<file path="config.mk">
export PLATFORM = sky130hd
export DESIGN_NAME = mem_arbiter
export DESIGN_NICKNAME = d
export VERILOG_FILES = /design/src/mem_pkg.sv /design/src/mem_arbiter.sv
export SDC_FILE = /design/constraint.sdc
export NUM_CORES = 1
export LEC_CHECK = 0
export ABC_AREA = 1
export ABC_CLOCK_PERIOD_IN_PS = 1400
export CAP_MARGIN = 20
export CORE_AREA = 2 2 130 132
export DETAILED_ROUTE_END_ITERATION = 8
export DIE_AREA = 0 0 132 134
export DONT_BUFFER_PORTS = 1
export PLACE_DENSITY = 0.3
export SLEW_MARGIN = 20
export SYNTH_ARGS = -nofsm -noshare
export SYNTH_HDL_FRONTEND = slang
export SYNTH_SLANG_ARGS = --single-unit
</file>
<file path="constraint.sdc">
create_clock -name vclk -period 1.4
set_input_delay 0.07 -clock vclk [all_inputs]
set_output_delay 0.07 -clock vclk [all_outputs]
set_load 0.01 [all_outputs]
</file>
<file path="src/mem_pkg.sv">
`default_nettype none

package mem_pkg;

  //////////////////////////////////////////////////
  // Memory bus
  //////////////////////////////////////////////////

  typedef enum logic [1:0] {
    BUS_NONE  = 2'h0,
    BUS_LOAD  = 2'h1,
    BUS_STORE = 2'h2
  } mem_cmd_t;

  typedef logic [3:0] mem_tag_t;   // Zero means no tag

  typedef logic [63:0] addr_t;     // Byte address
  typedef logic [63:0] word_t;     // Bus word, also one cache line
  typedef logic [31:0] inst_t;

  //////////////////////////////////////////////////
  // Instruction cache geometry
  //////////////////////////////////////////////////

  // 128 lines of one word each
  localparam int ICACHE_IDX_BITS  = 7;
  localparam int LINE_OFFSET_BITS = 3;  // Byte offset in a 64-bit line

  // Alpha bis $31,$31,$31
  localparam inst_t NOOP_INST = 32'h47ff041f;

endpackage

`default_nettype wire

</file>
<file path="src/mem_arbiter.sv">
`timescale 1ns/1ps
`default_nettype none

module mem_arbiter (
  input  wire mem_pkg::mem_cmd_t data_command,
  input  wire mem_pkg::addr_t    data_addr,
  input  wire mem_pkg::word_t    data_wdata,
  input  wire mem_pkg::mem_cmd_t inst_command,
  input  wire mem_pkg::addr_t    inst_addr,
  input  wire mem_pkg::mem_tag_t mem_response,
  output mem_pkg::mem_cmd_t      proc2mem_command,
  output mem_pkg::addr_t         proc2mem_addr,
  output mem_pkg::word_t         proc2mem_data,
  output mem_pkg::mem_tag_t      data_response,
  output mem_pkg::mem_tag_t      inst_response
);
  import mem_pkg::*;

  logic data_owns;

  // Data side wins whenever it has a command
  assign data_owns = (data_command != BUS_NONE);

  assign proc2mem_command = data_owns ? data_command : inst_command;
  assign proc2mem_addr    = data_owns ? data_addr : inst_addr;
  assign proc2mem_data    = data_wdata;  // Only stores carry data

  // Acceptance goes back to the owner only
  assign data_response = data_owns ? mem_response : '0;
  assign inst_response = data_owns ? '0 : mem_response;

endmodule

`default_nettype wire

</file>
==> impl_metrics.env <==
export IMPL_dieWidth_um=132
export IMPL_synth_nets=497
export IMPL_worstPathRequired_ns=1.33
export IMPL_start_util_pct=9.19
export IMPL_hold_buffers=0
export IMPL_firstDrtPassIters=4
export IMPL_finalHoldViolCount=0
export IMPL_drt_wl_total_um=5240
export IMPL_stdcell_area_mm2=0.00119
export IMPL_synth_xor_area_share_pct=0
export IMPL_hold_path_class="in -> out"
export IMPL_syn_inst=297
export IMPL_grt_pass1_wl_um=6840
export IMPL_grt_pass1_vias=1246
export IMPL_synthMuxAreaShare_pct=0
export IMPL_leakage_uw=0.000511
export IMPL_slew_viol_final=0
export IMPL_synth_top_family_by_area="buffers and inverters"
export IMPL_path_class="in -> out"
export IMPL_syn_to_final_growth_pct=-20.2
export IMPL_synth_compound_area_share_pct=21.4
export IMPL_ir_drop_v=0.0000387
export IMPL_die_h_um=134
export IMPL_seqCellArea_um2=0
export IMPL_clkPwrFrac_pct=0
export IMPL_diodes=0
export IMPL_synth_area_mm2=0.00150
export IMPL_p_seq_share_pct=0
export IMPL_layout_drive_gt1_share_pct=1.40
export IMPL_track_usage_pct=4.81
export IMPL_synth_simple_area_share_pct=36.4
export IMPL_maxSlewHeadroom_pct=77.0
export IMPL_synth_adder_area_share_pct=0
export IMPL_comb_power_share_pct=100.0
export IMPL_n_clock_buffer=0
export IMPL_cp_max_fo=66
export IMPL_crit_path_end_kind="output pin"
export IMPL_core_area_mm2=0.0163
export IMPL_post_cts_buffers=0
export IMPL_startpoint="data_command[1]"
export IMPL_p_per_area_mw_per_mm2=263
export IMPL_grt_antenna_before_repair=0
export IMPL_ant_nets=0
export IMPL_worstMarginPinSlew_ns=0.341
export IMPL_arrival_ns=0.85
export IMPL_placed_cell_area_mm2=0.00119
export IMPL_first_iter_violations=64
export IMPL_post_route_drc_count=0
export IMPL_place_congestion=0.696
export IMPL_final_setup_tns_ns=0
export IMPL_synth_cell_types=10
export IMPL_hpwl_um=4040
export IMPL_p_sw_uw=232
export IMPL_rsz0062_at_grt="no"
export IMPL_start_kind="primary input"
export IMPL_max_freq_mhz=1090
export IMPL_final_nets=416
export IMPL_cts_repair_resized=0
export IMPL_yosys_warnings=0
export IMPL_finalCritPeriodShare_pct=65.5
export IMPL_finalCriticalPeriod_ns=0.917
export IMPL_grt_max_degree=67
export IMPL_setup_viol=0
export IMPL_die_area_mm2=0.0177
export IMPL_outcome="finished clean"
export IMPL_rows=47
export IMPL_seq_cell_count=0
export IMPL_vias_per_cell=3.38
export IMPL_maxCapViolations=0
export IMPL_gr_total_overflow=0
export IMPL_port_buffers=0
export IMPL_dr_total_vias=1469
export IMPL_ios=338
export IMPL_synth_seq_area_share_pct=0
export IMPL_swShare_pct=73.9
export IMPL_syn_area_per_cell_um2=5.04
export IMPL_power_internal_uw=82.0
export IMPL_crit_end="proc2mem_addr[5]"
export IMPL_wl_per_cell_um=12.1
==> synth_stat cells <==
library cell,instances,share of area (%)
buf_2,11,3.7
o21ai_0,64,21
nor2_1,8,2.0
buf_6,3,2.3
nand2_1,132,33
clkbuf_2,5,1.7
inv_1,7,1.8
nor2_8,1,1.3
clkbuf_1,1,0.25
buf_4,65,33
==> worst max-delay path, stage by stage <==
cell,delay (ns)
nor2_8,0.27
buf_4,0.28
nand2_1,0.08
nand2_1,0.12
==> layout make-up <==
cell class,count,area [µm²]
fill,1933,15100
inverter,7,26.3
multi-input combinational,205,866
tap,220,275
timing repair buffer,2,27.5
==> layout by cell type (no fill, tap or decap) <==
cell | synthesis | layout
buf_12 | 0 | 1
inv_1 | 7 | 7
nor2_1 | 8 | 8
o21ai_0 | 64 | 64
nand2_1 | 132 | 132
nor2_8 | 1 | 1
buf_4 | 65 | 1
==> logic make-up (layout without fill, tap and decap cells) <==
group / after synthesis / after routing
compound gates: 64 / 64
buf+inv: 92 / 9
simple gates: 141 / 141
==> how the worst min path moves through the flow <==
| stage | start | endpoint | slack, ns | cells after the start |
|---|---|---|---|---|
| 2_1_floorplan | data_wdata[0] | proc2mem_data[0] | 0.23 | 1 |
| 5_1_grt | data_wdata[19] | proc2mem_data[19] | 0.14 | 0 |
| 6_report | data_wdata[3] | proc2mem_data[3] | 0.14 | 0 |
| 3_5_place_dp | data_wdata[10] | proc2mem_data[10] | 0.14 | 0 |
| 3_3_place_gp | data_wdata[10] | proc2mem_data[10] | 0.14 | 0 |
| 4_1_cts | data_wdata[10] | proc2mem_data[10] | 0.14 | 0 |
==> through the flow <==
stage / std cells / util, % / total power [µW] / setup slack, ns / hold WS, ns
finish: 434 / 7.34 / 314 / 0.483 / 0.140
global route: 434 / 7.34 / 351 / 0.402 / 0.140
CTS: 434 / 7.34 / 322 / 0.475 / 0.140
detailed placement: 434 / 7.34 / 322 / 0.480 / 0.140
global placement: 434 / 7.34 / 325 / 0.496 / 0.140
floorplan: 297 / - / 511 / 0.636 / 0.232
==> power by group through the flow <==
stage	Sequential, µW	Clock, µW	Combinational [µW]
floorplan	0	0	511
global placement	0	0	325
detailed placement	0	0	322
CTS	0	0	322
global route	0	0	351
finish	0	0	314
==> metal layers <==
metal	vias up	global-route usage (%)	wire length, µm
met4	0	1.03	93
met5	-	0	0
met1	621	5.40	1930
met3	16	0.869	531
met2	133	9.40	2680
li1	699	-	-
(Power assumes the default switching activity.)
