--- src/mem_pkg.sv ---
`default_nettype none

package mem_pkg;

  //////////////////////////////////////////////////
  // Memory bus
  //////////////////////////////////////////////////

  typedef enum logic [1:0] {
    BUS_NONE  = 2'h0,
    BUS_LOAD  = 2'h1,
    BUS_STORE = 2'h2
  } mem_cmd_t;

  typedef logic [3:0] mem_tag_t;   // Zero means no tag

  typedef logic [63:0] addr_t;     // Byte address
  typedef logic [63:0] word_t;     // Bus word, also one cache line
  typedef logic [31:0] inst_t;

  //////////////////////////////////////////////////
  // Instruction cache geometry
  //////////////////////////////////////////////////

  // 128 lines of one word each
  localparam int ICACHE_IDX_BITS  = 7;
  localparam int LINE_OFFSET_BITS = 3;  // Byte offset in a 64-bit line

  // Alpha bis $31,$31,$31
  localparam inst_t NOOP_INST = 32'h47ff041f;

endpackage

`default_nettype wire

--- src/data_port.sv ---
`timescale 1ns/1ps
`default_nettype none

module data_port (
  input  wire logic              clock,
  input  wire logic              rst_n,
  input  wire logic              data_req,
  input  wire logic              data_write,
  input  wire mem_pkg::addr_t    data_addr,
  input  wire mem_pkg::word_t    data_wdata,
  input  wire mem_pkg::mem_tag_t mem_response,
  input  wire mem_pkg::mem_tag_t mem_tag,
  input  wire mem_pkg::word_t    mem_data,
  output mem_pkg::mem_cmd_t      mem_command,
  output mem_pkg::addr_t         mem_addr,
  output mem_pkg::word_t         mem_wdata,
  output logic                   data_busy,
  output logic                   load_valid,
  output mem_pkg::word_t         load_data
);
  import mem_pkg::*;

  typedef enum logic [1:0] {
    DP_IDLE,
    DP_REQ,   // Command on the bus until accepted
    DP_WAIT   // Load accepted, waiting for the tagged reply
  } dp_state_t;

  dp_state_t state;
  logic      req_write;
  addr_t     req_addr;
  word_t     req_wdata;
  mem_tag_t  ld_tag;
  logic      accept;
  logic      load_done;

  assign load_done = (state == DP_WAIT) && (mem_tag == ld_tag);
  assign data_busy = (state != DP_IDLE) && !load_done;
  assign accept    = data_req && !data_busy;  // Ignored while busy

  assign load_valid = load_done;
  assign load_data  = mem_data;

  assign mem_command = (state != DP_REQ) ? BUS_NONE :
                       (req_write ? BUS_STORE : BUS_LOAD);
  assign mem_addr    = req_addr;
  assign mem_wdata   = req_wdata;

  always_ff @(posedge clock or negedge rst_n)
  begin
    if (!rst_n)
      state <= DP_IDLE;
    else if (accept)
      state <= DP_REQ;
    else
    begin
      case (state)
        DP_REQ:
          if (mem_response != '0)
            state <= req_write ? DP_IDLE : DP_WAIT;  // Store ends here
        DP_WAIT:
          if (load_done)
            state <= DP_IDLE;
        default:
          state <= DP_IDLE;
      endcase
    end
  end

  // Request and tag capture
  always_ff @(posedge clock)
  begin
    if (accept)
    begin
      req_write <= data_write;
      req_addr  <= data_addr;
      req_wdata <= data_wdata;
    end
    if ((state == DP_REQ) && (mem_response != '0))
      ld_tag <= mem_response;
  end

endmodule

`default_nettype wire

--- config.mk ---
export PLATFORM = sky130hd
export DESIGN_NAME = data_port
export DESIGN_NICKNAME = d
export VERILOG_FILES = /design/src/mem_pkg.sv /design/src/data_port.sv
export SDC_FILE = /design/constraint.sdc
export NUM_CORES = 1
export LEC_CHECK = 0
export BUFFER_PORTS_ARGS = -buffer_cell sky130_fd_sc_hd__buf_2
export CAP_MARGIN = 20
export CORE_AREA = 2 2 157 159
export DETAILED_ROUTE_END_ITERATION = 6
export DIE_AREA = 0 0 159 161
export GPL_TIMING_DRIVEN = 0
export SLEW_MARGIN = 40
export SYNTH_ARGS = -nofsm -noshare
export SYNTH_HDL_FRONTEND = slang
export SYNTH_SLANG_ARGS = --single-unit
--- constraint.sdc ---
create_clock -name clock -period 9.2 [get_ports clock]
set_clock_uncertainty 0.05 [all_clocks]
set_input_delay 0.46 -clock clock [delete_from_list [all_inputs] [get_ports clock]]
set_output_delay 0.46 -clock clock [all_outputs]
set_load 0.005 [all_outputs]
==> results.sh <==
export IMPL_worstPathMaxFanout=19
export IMPL_outcome="complete, no violations"
export IMPL_wl_per_cell_um=14.6
export IMPL_synth_seq_cells=135
export IMPL_critPathKind="register to register"
export IMPL_grt_pass1_wl_mm=19.2
export IMPL_layout_common_cells="buf_2 (335), edfxtp_1 (133), buf_4 (64), clkbuf_16 (17), buf_8 (8)"
export IMPL_worst_pin_slew_ns=0.401
export IMPL_postSynthCellCount=218
export IMPL_fmax_ghz=0.413
export IMPL_n_fill_cell=2432
export IMPL_wl_mm=13.4
export IMPL_report_final_slew_viol_count=0
export IMPL_met1_usage_pct=9.67
export IMPL_netlist_area_sq_mm=0.00468
export IMPL_p_clk_share_pct=37.3
export IMPL_rows=57
export IMPL_drt_iter0_drc=107
export IMPL_die_area_sq_mm=0.0256
export IMPL_period_share_pct=26.3
export IMPL_cp_arrival_ns=2.48
export IMPL_synth_cell_types=16
export IMPL_start_kind="register"
export IMPL_cts_tree="done"
export IMPL_p_seq_share_pct=45.5
export IMPL_clock_tree_buffer_depth=2
export IMPL_finalPower_mw=1.89
export IMPL_grt_pass1_vias=3292
export IMPL_place_area_sq_mm=0.00691
export IMPL_synthesis_nets=422
export IMPL_finalNetCount=786
export IMPL_globalRouteOverflowTotal=0
export IMPL_insertion_delay_ns=0.41
export IMPL_h_tree_depth=4
export IMPL_grt_use_met3_pct=5.57
export IMPL_drc=0
export IMPL_p_switching_uw=491
export IMPL_dp_cells=886
export IMPL_fin_area_sq_mm=0.00753
export IMPL_hold_violations=0
export IMPL_slew_headroom_pct=73.2
export IMPL_final_cells=923
export IMPL_top_usage_layer="met2"
export IMPL_required_ns=9.26
export IMPL_drive_gt1_share_pct=75.1
export IMPL_io_buffer_count=335
export IMPL_start_util_pct=19.5
export IMPL_mostFrequentLayoutCell="buf_2"
export IMPL_final_antenna_net_count=0
export IMPL_track_usage_pct=10.2
export IMPL_numCtsBuffers=17
export IMPL_seq_area_frac_synth_pct=86.3
export IMPL_internal_power_mw=1.40
export IMPL_worstSetupEndpointType="register"
export IMPL_ys_warn_count=0
export IMPL_viasPerCell=3.47
export IMPL_firstDrtPassIters=4
export IMPL_cts_root_buf="clkbuf_16"
export IMPL_dp_hpwl_mm=10.9
export IMPL_num_io_pins=400
export IMPL_pwr_share_comb_pct=17.1
export IMPL_grt_max_degree=20
export IMPL_clk_pin_slew_ns=0.07
export IMPL_rsz0062_at_grt="false"
export IMPL_clock_sinks=135
export IMPL_switching_share_pct=26.0
export IMPL_postLayoutCoreUtil_pct=31.4
export IMPL_power_density_mw_per_mm2=251
export IMPL_ir_drop_v=0.000119
export IMPL_syn2layout_area_growth_pct=60.8
export IMPL_grt_antenna_before_repair=5
export IMPL_synth_avg_cell_area_sq_um=21.5
export IMPL_holdWs_ns=0.166
export IMPL_maxCapViolCount=0
export IMPL_fp_dieW_um=159
export IMPL_p_leak_nw=3.35
export IMPL_worstHoldPathType="primary input to register"
export IMPL_core_sq_mm=0.0240
export IMPL_grt_util_met2_pct=18.0
export IMPL_setup_viol=0
export IMPL_die_h_um=161
export IMPL_globalplace_congestion=0.720
export IMPL_fin_crit_ns=2.42
export IMPL_vias=3203
export IMPL_cts_resized=0
critical path: stages, from the launching register on:
cell	delay, ns
edfxtp_1	0.41
xnor2_2	0.18
nand4_2	0.23
a21oi_4	0.42
buf_8	0.22
buf_8	0.19
buf_8	0.19
buf_8	0.19
routing by layer:
metal,wire length (um),share of wire (%)
met5,13,0.097
met1,4430,33
met3,1640,12
met2,6900,51
met4,455,3.4
Yosys cell counts:
cell type / number / area (sq um)
nand4_2: 1 / 12.5
a21oi_1: 1 / 5.00
xnor2_1: 1 / 8.76
nand2b_1: 2 / 12.5
inv_1: 2 / 7.51
a21boi_1: 1 / 7.51
nor2_1: 3 / 11.3
nor3b_1: 1 / 7.51
a32o_2: 1 / 11.3
nor4_2: 1 / 12.5
buf_4: 64 / 480
xnor2_2: 3 / 48.8
edfxtp_1: 133 / 3990
a21o_2: 1 / 8.76
dfrtp_1: 2 / 50.1
o22ai_1: 1 / 6.26
repair_timing:
| item | 4_1_cts | 5_1_grt |
|---|---|---|
| setup buffers | 0 | 0 |
| endpoints found under the hold margin | 2 | 0 |
| hold buffers | 1 | 0 |
area by class of cell:
cell class | count | area, sq um | share of cell area (%)
sequential | 135 | 4040 | 53.7
timing repair buffer | 345 | 1820 | 24.1
buffer | 64 | 480 | 6.38
clock buffer | 17 | 425 | 5.65
tap | 324 | 405 | 5.38
clock inverter | 15 | 180 | 2.39
multi-input combinational | 17 | 164 | 2.18
antenna | 4 | 10.0 | 0.133
inverter | 2 | 7.51 | 0.0996
stage by stage:
stage / TNS [ns] / setup slack (ns)
2_1_floorplan: 0 / 1.45
3_3_place_gp: -209.80 / -1.65
3_5_place_dp: 0 / 6.60
4_1_cts: 0 / 6.73
5_1_grt: 0 / 6.59
6_report: 0 / 6.78
final timing paths:
kind                       depth (start not counted)             to            from  slack, ns
max                                                7   mem_addr[52]       ld_tag[0]       6.78
min                                                1  mem_wdata[59]  data_wdata[59]       0.17
max reg2reg                                        7   mem_addr[52]       ld_tag[0]       6.78
min reg2reg                                        1       state[0]        state[1]       0.55
max in group asynchronous                          2       state[0]           rst_n       8.65
min in group asynchronous                          2       state[1]           rst_n       0.36
logic make-up after synthesis:
| family | synth area share, % |
|---|---|
| xor+xnor | 1.23 |
| flops | 86.3 |
| simple gates | 1.20 |
| compound gates | 0.828 |
| buf+inv | 10.4 |
registers in the layout, indices dropped and copies added (netlist names):
register   flops
state          2
mem_addr      64
ld_tag         4
req_write      1
mem_wdata     64
power by group through the flow:
stage	Combinational [mW]	Clock, mW	Sequential, mW
floorplan	0.0915	0	0.927
global placement	0.290	0	0.926
detailed placement	0.332	0	0.875
CTS	0.333	0.729	0.863
global route	0.354	0.755	0.873
finish	0.324	0.706	0.861
No activity file was read; power rests on OpenSTA's default activity.
