## src/mem_pkg.sv

```systemverilog
`default_nettype none

package mem_pkg;

  //////////////////////////////////////////////////
  // Memory bus
  //////////////////////////////////////////////////

  typedef enum logic [1:0] {
    BUS_NONE  = 2'h0,
    BUS_LOAD  = 2'h1,
    BUS_STORE = 2'h2
  } mem_cmd_t;

  typedef logic [3:0] mem_tag_t;   // Zero means no tag

  typedef logic [63:0] addr_t;     // Byte address
  typedef logic [63:0] word_t;     // Bus word, also one cache line
  typedef logic [31:0] inst_t;

  //////////////////////////////////////////////////
  // Instruction cache geometry
  //////////////////////////////////////////////////

  // 128 lines of one word each
  localparam int ICACHE_IDX_BITS  = 7;
  localparam int LINE_OFFSET_BITS = 3;  // Byte offset in a 64-bit line

  // Alpha bis $31,$31,$31
  localparam inst_t NOOP_INST = 32'h47ff041f;

endpackage

`default_nettype wire

```

## src/fetch_unit.sv

```systemverilog
`timescale 1ns/1ps
`default_nettype none

module fetch_unit (
  input  wire logic           clock,
  input  wire logic           rst_n,
  input  wire logic           stall,
  input  wire logic           redirect,
  input  wire mem_pkg::addr_t redirect_pc,
  input  wire mem_pkg::word_t line,
  input  wire logic           line_valid,
  output mem_pkg::addr_t      fetch_addr,
  output mem_pkg::inst_t      inst,
  output mem_pkg::addr_t      npc,
  output logic                inst_valid
);
  import mem_pkg::*;

  addr_t pc;
  addr_t next_seq;
  inst_t line_inst;

  assign fetch_addr = pc;
  assign next_seq   = pc + 64'd4;

  // Two instructions per line, PC bit 2 picks the half
  assign line_inst = pc[2] ? line[63:32] : line[31:0];

  always_ff @(posedge clock or negedge rst_n)
  begin
    if (!rst_n)
      pc <= '0;
    else if (redirect)
      pc <= redirect_pc;       // Mispredict target
    else if (line_valid && !stall)
      pc <= next_seq;
  end

  //////////////////////////////////////////////////
  // IF/ID register
  //////////////////////////////////////////////////

  always_ff @(posedge clock or negedge rst_n)
  begin
    if (!rst_n)
    begin
      inst       <= NOOP_INST;
      npc        <= '0;
      inst_valid <= 1'b0;
    end
    else if (redirect)
    begin
      inst       <= NOOP_INST;  // Flush
      npc        <= '0;
      inst_valid <= 1'b0;
    end
    else if (!stall)
    begin
      inst       <= line_inst;
      npc        <= next_seq;
      inst_valid <= line_valid; // Low while missing
    end
  end

endmodule

`default_nettype wire

```

## config.mk

```make
export PLATFORM = sky130hd
export DESIGN_NAME = fetch_unit
export DESIGN_NICKNAME = d
export VERILOG_FILES = /design/src/mem_pkg.sv /design/src/fetch_unit.sv
export SDC_FILE = /design/constraint.sdc
export NUM_CORES = 1
export LEC_CHECK = 0
export ABC_AREA = 1
export BUFFER_PORTS_ARGS = -buffer_cell sky130_fd_sc_hd__buf_2
export CORE_ASPECT_RATIO = 0.8
export CORE_MARGIN = 2
export CORE_UTILIZATION = 50
export CTS_BUF_LIST = sky130_fd_sc_hd__clkbuf_8 sky130_fd_sc_hd__clkbuf_16
export DETAILED_ROUTE_END_ITERATION = 6
export MAX_ROUTING_LAYER = met4
export PLACE_DENSITY = 0.83
export RECOVER_POWER = 100
export SLEW_MARGIN = 20
export SYNTH_ARGS = -nofsm -noshare
export SYNTH_HDL_FRONTEND = slang
export SYNTH_SLANG_ARGS = --single-unit
```

## constraint.sdc

```tcl
create_clock -name clock -period 2.4 [get_ports clock]
set_clock_uncertainty 0.15 [all_clocks]
set_input_delay 0 -clock clock [delete_from_list [all_inputs] [get_ports clock]]
set_output_delay 0 -clock clock [all_outputs]
set_load 0.02 [all_outputs]
```

==> results of run 1 <==
## stage by stage
stage	utilization (%)	cells	power [mW]	setup WS [ns]
5_1_grt	73.4	1934	8.35	-0.00398
3_5_place_dp	61.7	1750	4.97	0.303
3_3_place_gp	61.7	1750	4.94	0.396
2_1_floorplan	-	1254	4.20	0.526
6_report	73.4	1934	8.05	0.0396
4_1_cts	73.7	1931	7.97	0.0192
## kinds of logic (layout without fill, tap and decap cells)
| logic type | count (synthesis) | in the layout |
|---|---|---|
| DFF | 161 | 161 |
| buffers and inverters | 182 | 635 |
| other | 0 | 2 |
| and+or+nand+nor | 723 | 723 |
| xor gates and xnor gates | 15 | 15 |
| adders and majority gates | 1 | 1 |
| muxes | 3 | 3 |
| AOI/OAI and AO/OA | 169 | 169 |
## state kept, by name, indices dropped and copies added (netlist names)
name and cells:
npc 64, fetch_addr 64, inst_valid 1, inst 32
## worst max-delay path, stage by stage (launching register included)
cell and delay, ns:
dfrtp_1 0.45, nand2_1 0.12, nor2_1 0.23, nand3_1 0.18, buf_4 0.19, xnor2_2 0.18
nand3_1 0.11, nand3_1 0.12, dlygate4sd3_1 0.55
## worst paths after layout
path	end	cells past startpoint
setup / recovery	fetch_addr[13]	8
min in group asynchronous	npc[8]	3
hold / removal	fetch_addr[40]	6
max in group asynchronous	inst[30]	4
setup reg to reg	fetch_addr[13]	8
hold reg to reg	npc[52]	2
## synth_stat cells, types with 8 or more instances
cell type	n
a22o_1	8
o211ai_1	10
o21ai_1	17
nand4_1	36
o21bai_1	20
clkbuf_1	27
xor2_1	9
nor2_2	8
buf_2	14
buf_1	8
dfrtp_1	143
nor2_1	109
o21ai_0	104
nand3_1	110
nand2_1	443
inv_1	124
dfstp_2	18
## routing by layer
metal	track usage [%]	routed length [um]
met1	52.3	15100
met2	63.5	16800
met3	10.3	4340
met4	19.8	1860
met5	-	0
## what timing repair did
action                     CTS  global route
resized for setup            0             9
setup endpoints to repair    0             6
hold buffers               149             0
hold endpoints to repair   257             0
buffers inserted             0             1
## layout make-up
| cell class | instances | area [um2] |
|---|---|---|
| clock inverters | 15 | 175 |
| fillers | 1322 | 4640 |
| multi-input cells | 911 | 4220 |
| repair buffers | 471 | 3130 |
| clock buffers | 17 | 425 |
| diodes | 2 | 5.00 |
| flip-flops and latches | 161 | 4060 |
| inverters | 132 | 499 |
| well taps | 225 | 282 |
## power breakdown
group          internal (mW)  leakage, nW  switching [mW]
Sequential              2.98         2.01           0.318
Combinational          0.710         3.92            1.22
Clock                   1.56        0.270            1.26
==> results_dict.tcl, run 1 <==
set metrics [dict create \
    cts_tree "done" \
    clkSlewWorstSetupHoldPaths_ns 0.07 \
    hpwl_mm 24.9 \
    mostFrequentLayoutCells "nand2_1 (443), buf_2 (213), dlygate4sd3_1 (149)" \
    vias_per_cell 5.64 \
    p_leak_nw 6.20 \
    track_usage_pct 41.5 \
    synth-edff-count 0 \
    cts_sinks 161 \
    maxCapViolCount 0 \
    relSlewSlack_pct 55.0 \
    finalCritPeriodShare_pct 98.4 \
    cp.required_ns 2.61 \
    syn_to_final_growth_pct 43.2 \
    finalHoldViolations 0 \
    cts_root_buf "clkbuf_16" \
    avgSynthCellArea_um2 7.12 \
    outcome "finished clean" \
    place_congestion 1.00 \
    first_global_vias 10600 \
    drt-total-wl_mm 38.1 \
    synth_mux_area_share_pct 0.336 \
    cp-start-kind "flip-flop" \
    cp-end-kind "flip-flop" \
    layout_commonest_cell "nand2_1" \
    setup_viol 0 \
    vias 10900 \
    grt_antenna_before_repair 2 \
    critPathKind "flip-flop to flip-flop" \
    synth_top_family_by_area "simple AND/OR/NAND/NOR gates" \
    crit_path_start "fetch_addr[10]" \
    nets 1828 \
    ys_warn_count 0 \
    yosys-top-cells-area "dfrtp_1 (40%), nand2_1 (19%), nand3_1 (6.2%)" \
    first_iter_violations 1256 \
    synth_xor_area_share_pct 1.47 \
    wl_per_cell_um 19.7 \
    grt_start_max_net_pins 60 \
    io_buffers 293 \
    stdcell_area_mm2 0.0128 \
    worst_slew_pin_slew_ns 0.675 \
    synth_adder_area_share_pct 0.140 \
    cts_buffer_depth 2 \
    yosysSeqAreaShare_pct 45.4 \
    placed_area_mm2 0.0108 \
    hold_path_class "input port to flip-flop" \
    synth-compound-area-share_pct 10.8 \
    drt_first_pass_iters 6 \
    maxSlewViolCount 0 \
    initial_core_util_pct 51.2 \
    worstSkewPairLatency_ns 0.44 \
    finalCriticalPeriod_ns 2.36 \
    syn_inst 1254 \
    vdd_drop_max_v 0.000430 \
    whs_ns 0.0452 \
    fmaxAchievable_mhz 424 \
    yosys.area.top_type "dfrtp_1" \
    drc_errors 0 \
    crit_fanout 5 \
    drive_gt1_share_pct 19.2 \
    reg2reg_from "fetch_addr[10]" \
    synth_cell_types 34 \
    rows 43 \
    rrSetupSlack_ns 0.04 \
    grt_overflow 0 \
    htree_levels 4 \
    grt_pass1_wl_mm 58.4 \
    cp.arrival_ns 2.58 \
    synth_area_mm2 0.00893 \
    min_from "line_valid" \
    synth_ff_type "dfrtp_1" \
    cts_buffers 17 \
    ys_ff_latch 161 \
    dieWidth_um 153 \
    powerDensity_mw_per_mm2 630 \
    async_flop_share_pct 100 \
    rsz0062_at_grt "true" \
    io_pins 294 \
    fp.dieArea_mm2 0.0190 \
    tns_ns 0 \
    syn_nets 1388 \
    dieHeight_um 124 \
    netlist.area_leader.share_pct 40.1 \
    synth-simple-area-share_pct 34.0 \
    design.core.area_mm2 0.0174 \
    antenna_left 0 \
]
Note: power is estimated with default switching activity, not from simulation.
==> run 2, diff against run 1 <==
--- a/config.mk
+++ b/config.mk
@@ -13,7 +13,7 @@
 export CTS_BUF_LIST = sky130_fd_sc_hd__clkbuf_8 sky130_fd_sc_hd__clkbuf_16
 export DETAILED_ROUTE_END_ITERATION = 6
 export MAX_ROUTING_LAYER = met4
-export PLACE_DENSITY = 0.83
+export PLACE_DENSITY = 0.85
 export RECOVER_POWER = 100
 export SLEW_MARGIN = 20
 export SYNTH_ARGS = -nofsm -noshare
==> run 2 against run 1 <==
Maximum frequency rose by 2.1%; final area fell by 2.5%; critical path type is now input port to flip-flop; sequential cell count did not move; via count rose by 0.38%; worst hold slack improved by 0.055 ns; utilization fell by 1.8 points; final cell count fell by 0.21%; die area did not move.
==> results_dict.tcl, run 2 (synthesis results as in run 1) <==
set metrics [dict create \
    cts_setup_buffers 0 \
    io_pins 294 \
    wl_per_cell_um 19.6 \
    setup_ws_ns 0.0877 \
    setup_viol 0 \
    worstSkewPairLatency_ns 0.43 \
    worst-path-buf-inv 6 \
    htree_levels 4 \
    first_global_vias 10500 \
    cp.required_ns 2.61 \
    place_congestion 1.01 \
    crit_fanout 46 \
    placed_area_mm2 0.0108 \
    vdd_drop_max_v 0.000446 \
    fp.dieArea_mm2 0.0190 \
    nets 1826 \
    cts_tree "done" \
    critPathKind "input port to flip-flop" \
    rsz0062_at_grt "false" \
    stdcell_area_mm2 0.0125 \
    vias 11000 \
    hold_path_class "input port to flip-flop" \
    cp-start-kind "input port" \
    cts_sinks 161 \
    drc_errors 0 \
    cts_buffer_depth 2 \
    worst_slew_pin_slew_ns 0.997 \
    crit_family "buffers and inverters" \
    switching_share_pct 34.3 \
    layout_commonest_cell "nand2_1" \
    slowest_delay_ns 0.61 \
    slowest_stage "dlygate4sd3_1" \
    clkSlewWorstSetupHoldPaths_ns 0.07 \
    outcome "finished clean" \
    insertedDiodeCount 0 \
    vias_per_cell 5.67 \
    initial_core_util_pct 51.2 \
    drive_gt1_share_pct 13.8 \
    syn_to_final_growth_pct 39.7 \
    p_leak_nw 5.92 \
    relSlewSlack_pct 33.6 \
    mostFrequentLayoutCells "nand2_1 (443), clkbuf_1 (163), dfrtp_1 (143)" \
    first_iter_violations 1213 \
    io_buffers 293 \
    grt_start_max_net_pins 70 \
    maxSlewViolCount 0 \
    power.internal_mw 5.15 \
    p_switching_mw 2.69 \
    fin_util_pct 71.6 \
    drt_first_pass_iters 7 \
    cts_root_buf "clkbuf_16" \
    finalHoldViolations 0 \
    path_cells "dlygate4sd3_1 -> buf_2 -> buf_4 -> nor2_1 -> buf_6 -> nand3_1 -> dlygate4sd3_1 -> o21ai_0 -> inv_1" \
    powerDensity_mw_per_mm2 629 \
    tns_ns 0 \
    layoutNonFillerInstCount 1930 \
    cts_buffers 17 \
    grt_antenna_before_repair 0 \
    finalCriticalPeriod_ns 2.31 \
    power_frac_seq_pct 41.9 \
    fmaxAchievable_mhz 432 \
    hpwl_mm 25.4 \
    drt-total-wl_mm 37.8 \
    antenna_left 0 \
    dp.cells 1757 \
    design.core.area_mm2 0.0174 \
    grt_overflow 0 \
    cp.arrival_ns 2.52 \
    maxCapViolCount 0 \
    rows 43 \
    dieHeight_um 124 \
    pwr-share-clk_pct 34.4 \
    cp-end-kind "flip-flop" \
    grt_pass1_wl_mm 58.0 \
    track_usage_pct 41.2 \
    combPwrFrac_pct 23.7 \
    dieWidth_um 153 \
    crit_top_cell "dlygate4sd3_1" \
    finalCritPeriodShare_pct 96.3 \
    dp_slack_ns 0.267 \
]
==> run 2: changes by cell type in the layout (fill, tap and decap cells not counted), sizes merged <==
cell | before | now
buf | 243 | 160
clkbuf | 96 | 186
clkinv | 3 | 9
clkinvlp | 8 | 2
diode | 2 | 0
dlygate4sd3 | 149 | 140
==> run 2: metal layers <==
layer	global-route usage [%]	routed length, um	vias up
met4	14.6	1510	0
met5	-	0	-
li1	-	-	4886
met2	65.2	17200	806
met1	54.4	15000	5114
met3	7.05	4130	146
==> run 2: layout make-up <==
class / instances / area, um2
Sequential cell: 161 / 4050
Clock inverter: 15 / 143
Inverter: 132 / 495
Timing Repair Buffer: 469 / 2920
Fill cell: 1444 / 4960
Clock buffer: 17 / 425
Multi-Input combinational cell: 911 / 4160
Tap cell: 225 / 282
==> run 2: worst paths after layout <==
| check | slack (ns) | endpoint | depth (start not counted) | from |
|---|---|---|---|---|
| setup / recovery | 0.09 | inst[1] | 9 | stall |
| hold / removal | 0.10 | fetch_addr[48] | 4 | redirect |
| setup reg to reg | 0.13 | npc[63] | 8 | fetch_addr[2] |
| hold reg to reg | 0.33 | inst_valid | 2 | inst_valid |
| max in group asynchronous | 0.34 | inst[28] | 4 | rst_n |
| min in group asynchronous | 1.01 | npc[35] | 4 | rst_n |
==> run 2: stage by stage <==
step | hold WS (ns) | power (mW)
2_1_floorplan | -0.446 | 4.20
3_3_place_gp | -0.215 | 4.95
3_5_place_dp | -0.209 | 4.98
4_1_cts | 0.116 | 7.84
5_1_grt | 0.0913 | 8.15
6_report | 0.100 | 7.84
==> run 2: tightest hold or removal path, stage by stage <==
cell and delay (ns):
buf_2 0.22, buf_4 0.26, nand2_1 0.08, nand3_1 0.07
==> run 2: timing repair <==
action | in CTS | in global routing
endpoints found under the hold margin | 248 | 0
endpoints found under the setup margin | 0 | 6
hold buffers | 141 | 0
gates resized for setup | 0 | 2
==> run 2: power by group through the flow <==
stage	Sequential [mW]	Combinational, mW	Clock [mW]
after floorplan	3.55	0.647	0
after global placement	3.29	1.66	0
after detailed placement	3.29	1.68	0
after CTS	3.25	1.89	2.70
after global routing	3.31	2.01	2.84
final	3.28	1.86	2.70
==> run 3, diff against run 2 <==
--- a/config.mk
+++ b/config.mk
@@ -6,7 +6,7 @@
 export NUM_CORES = 1
 export LEC_CHECK = 0
 export ABC_AREA = 1
-export BUFFER_PORTS_ARGS = -buffer_cell sky130_fd_sc_hd__buf_2
+export BUFFER_PORTS_ARGS = -buffer_cell sky130_fd_sc_hd__buf_4
 export CORE_ASPECT_RATIO = 0.8
 export CORE_MARGIN = 2
 export CORE_UTILIZATION = 50
==> run 3 against run 2 <==
The run now ends with design-rule violations, max-capacitance violations, max-slew violations left; register-to-register slack got worse by 0.02 ns; worst hold slack lost 0.048 ns; final cell count shrank 0.21%; setup slack better by 0.022 ns; global-route usage is 0.25 points higher; largest cell class unchanged; critical endpoint is now fetch_addr[53]; final area up 3.3%; sequential power barely moved; sequential cell count unchanged.
==> results_dict.tcl, run 3 (synthesis results as in run 1) <==
set metrics [dict create \
    rsz0062_at_grt "false" \
    violations "design-rule violations, max-capacitance violations, max-slew violations" \
    finalHoldViolations 0 \
    finalPower_mw 8.03 \
    htree_levels 4 \
    hpwl_mm 25.2 \
    stdcell_area_mm2 0.0129 \
    cts-resized-gates 0 \
    slowest_stage "dfrtp_1" \
    fmaxAchievable_mhz 437 \
    cts_tree "done" \
    critPathKind "flip-flop to flip-flop" \
    p_leak_nw 6.06 \
    wl_per_cell_um 19.7 \
    design.core.area_mm2 0.0174 \
    nets 1820 \
    setup_viol 0 \
    crit_family "simple AND/OR/NAND/NOR gates" \
    grt_overflow 0 \
    powerDensity_mw_per_mm2 623 \
    grt_pass1_wl_mm 58.5 \
    track_usage_pct 41.4 \
    syn_to_final_growth_pct 44.3 \
    tns_ns 0 \
    worst_slew_pin_slew_ns 1.86 \
    crit_top_cell "nand2_1" \
    slowest_delay_ns 0.41 \
    dieHeight_um 124 \
    cp-start-kind "flip-flop" \
    grt_antenna_before_repair 2 \
    placed_area_mm2 0.0114 \
    mostFrequentLayoutCells "nand2_1 (447), clkbuf_1 (158), buf_4 (151)" \
    cts_buffers 17 \
    vias 11000 \
    cts_root_buf "clkbuf_16" \
    antenna_left 0 \
    cp.arrival_ns 2.46 \
    vias_per_cell 5.71 \
    place_congestion 1.10 \
    cp-end-kind "flip-flop" \
    worstSkewPairLatency_ns 0.44 \
    hold_path_class "input port to flip-flop" \
    rows 43 \
    fp.dieArea_mm2 0.0190 \
    maxCapViolCount 1 \
    path_cells "clkbuf_1 -> nand2_1 -> nor2_1 -> nand2_1 -> nor2_1 -> nand2_1 -> nor2_1 -> nand2_1 -> nand3_1 -> nand3_1" \
    io_pins 294 \
    finalCriticalPeriod_ns 2.29 \
    drt-total-wl_mm 38.0 \
    io_buffers 293 \
    relSlewSlack_pct -24.0 \
    drive_gt1_share_pct 12.8 \
    crit_fanout 4 \
    first_global_vias 10800 \
    worst-path-buf-inv 1 \
    drc_errors 2 \
    finalCritPeriodShare_pct 95.4 \
    dieWidth_um 153 \
    first_iter_violations 1407 \
    initial_core_util_pct 51.2 \
    cp.required_ns 2.56 \
    clkSlewWorstSetupHoldPaths_ns 0.07 \
    vdd_drop_max_v 0.000459 \
    maxSlewViolCount 66 \
    outcome "complete, but fails checks" \
    drt_first_pass_iters 7 \
    grt_start_max_net_pins 68 \
    cts_buffer_depth 2 \
    cts_sinks 161 \
    layout_commonest_cell "nand2_1" \
]
[run 3: changes by cell type in the layout (fill, tap and decap cells not counted), sizes merged, moves of 2 or more]
cell,delta
clkbuf,-2
buf,-6
dlygate4sd3,+7
diode,+2
clkinvlp,-2
bufinv,-2
[run 3: final timing paths]
path                                startpoint        endpoint  slack, ns  depth (start not counted)
worst min register to register         npc[41]         npc[41]       0.33                          2
worst max-delay path            fetch_addr[37]  fetch_addr[53]       0.11                         10
worst min-delay path                  redirect  fetch_addr[46]       0.05                          3
min in group asynchronous                rst_n         npc[25]       0.46                          2
worst max register to register  fetch_addr[37]  fetch_addr[53]       0.11                         10
max in group asynchronous                rst_n         npc[17]       0.43                          3
[run 3: layout make-up]
class                      count  area [um2]
inverter                     132         495
sequential                   161        4050
clock inverter                10        68.8
tap                          225         282
antenna                        2        5.00
clock buffer                  22         539
fill                        1411        4540
multi-input combinational    911        4160
timing repair buffer         463        3290
[run 3: timing repair]
action | in CTS | in global routing
endpoints found under the hold margin | 233 | 0
hold buffers | 147 | 0
setup buffers | 0 | 0
[run 3: per-layer routing]
layer  GRT usage (%)  share of wire (%)  up-vias
li1                -                  -     4897
met1            51.3                 38     5144
met2            65.3                 45      806
met3            12.1                 13      159
met4            15.5                4.0        0
met5               -                  0        -
[run 3: worst register-to-register path, delay by kind of cell (launching register included)]
kind | cells | cell delay (ns)
simple gates | 9 | 1.36
flops | 1 | 0.41
buf+inv | 1 | 0.24
[run 3: power breakdown]
group	leakage (nW)	internal (mW)	total (mW)	switching [mW]
Sequential	2.01	2.98	3.30	0.317
Clock	0.310	1.60	2.81	1.21
Combinational	3.74	0.703	1.92	1.21
[run 3: metrics by stage]
step	hold slack (ns)	setup slack, ns	util [%]	cells
4_1_cts	0.0263	0.266	77.6	1924
3_5_place_dp	-0.0868	0.304	65.7	1745
6_report	0.0516	0.110	73.9	1926
3_3_place_gp	-0.0912	0.388	65.7	1745
5_1_grt	0.0795	0.0746	73.9	1926
2_1_floorplan	-0.446	0.526	-	1254
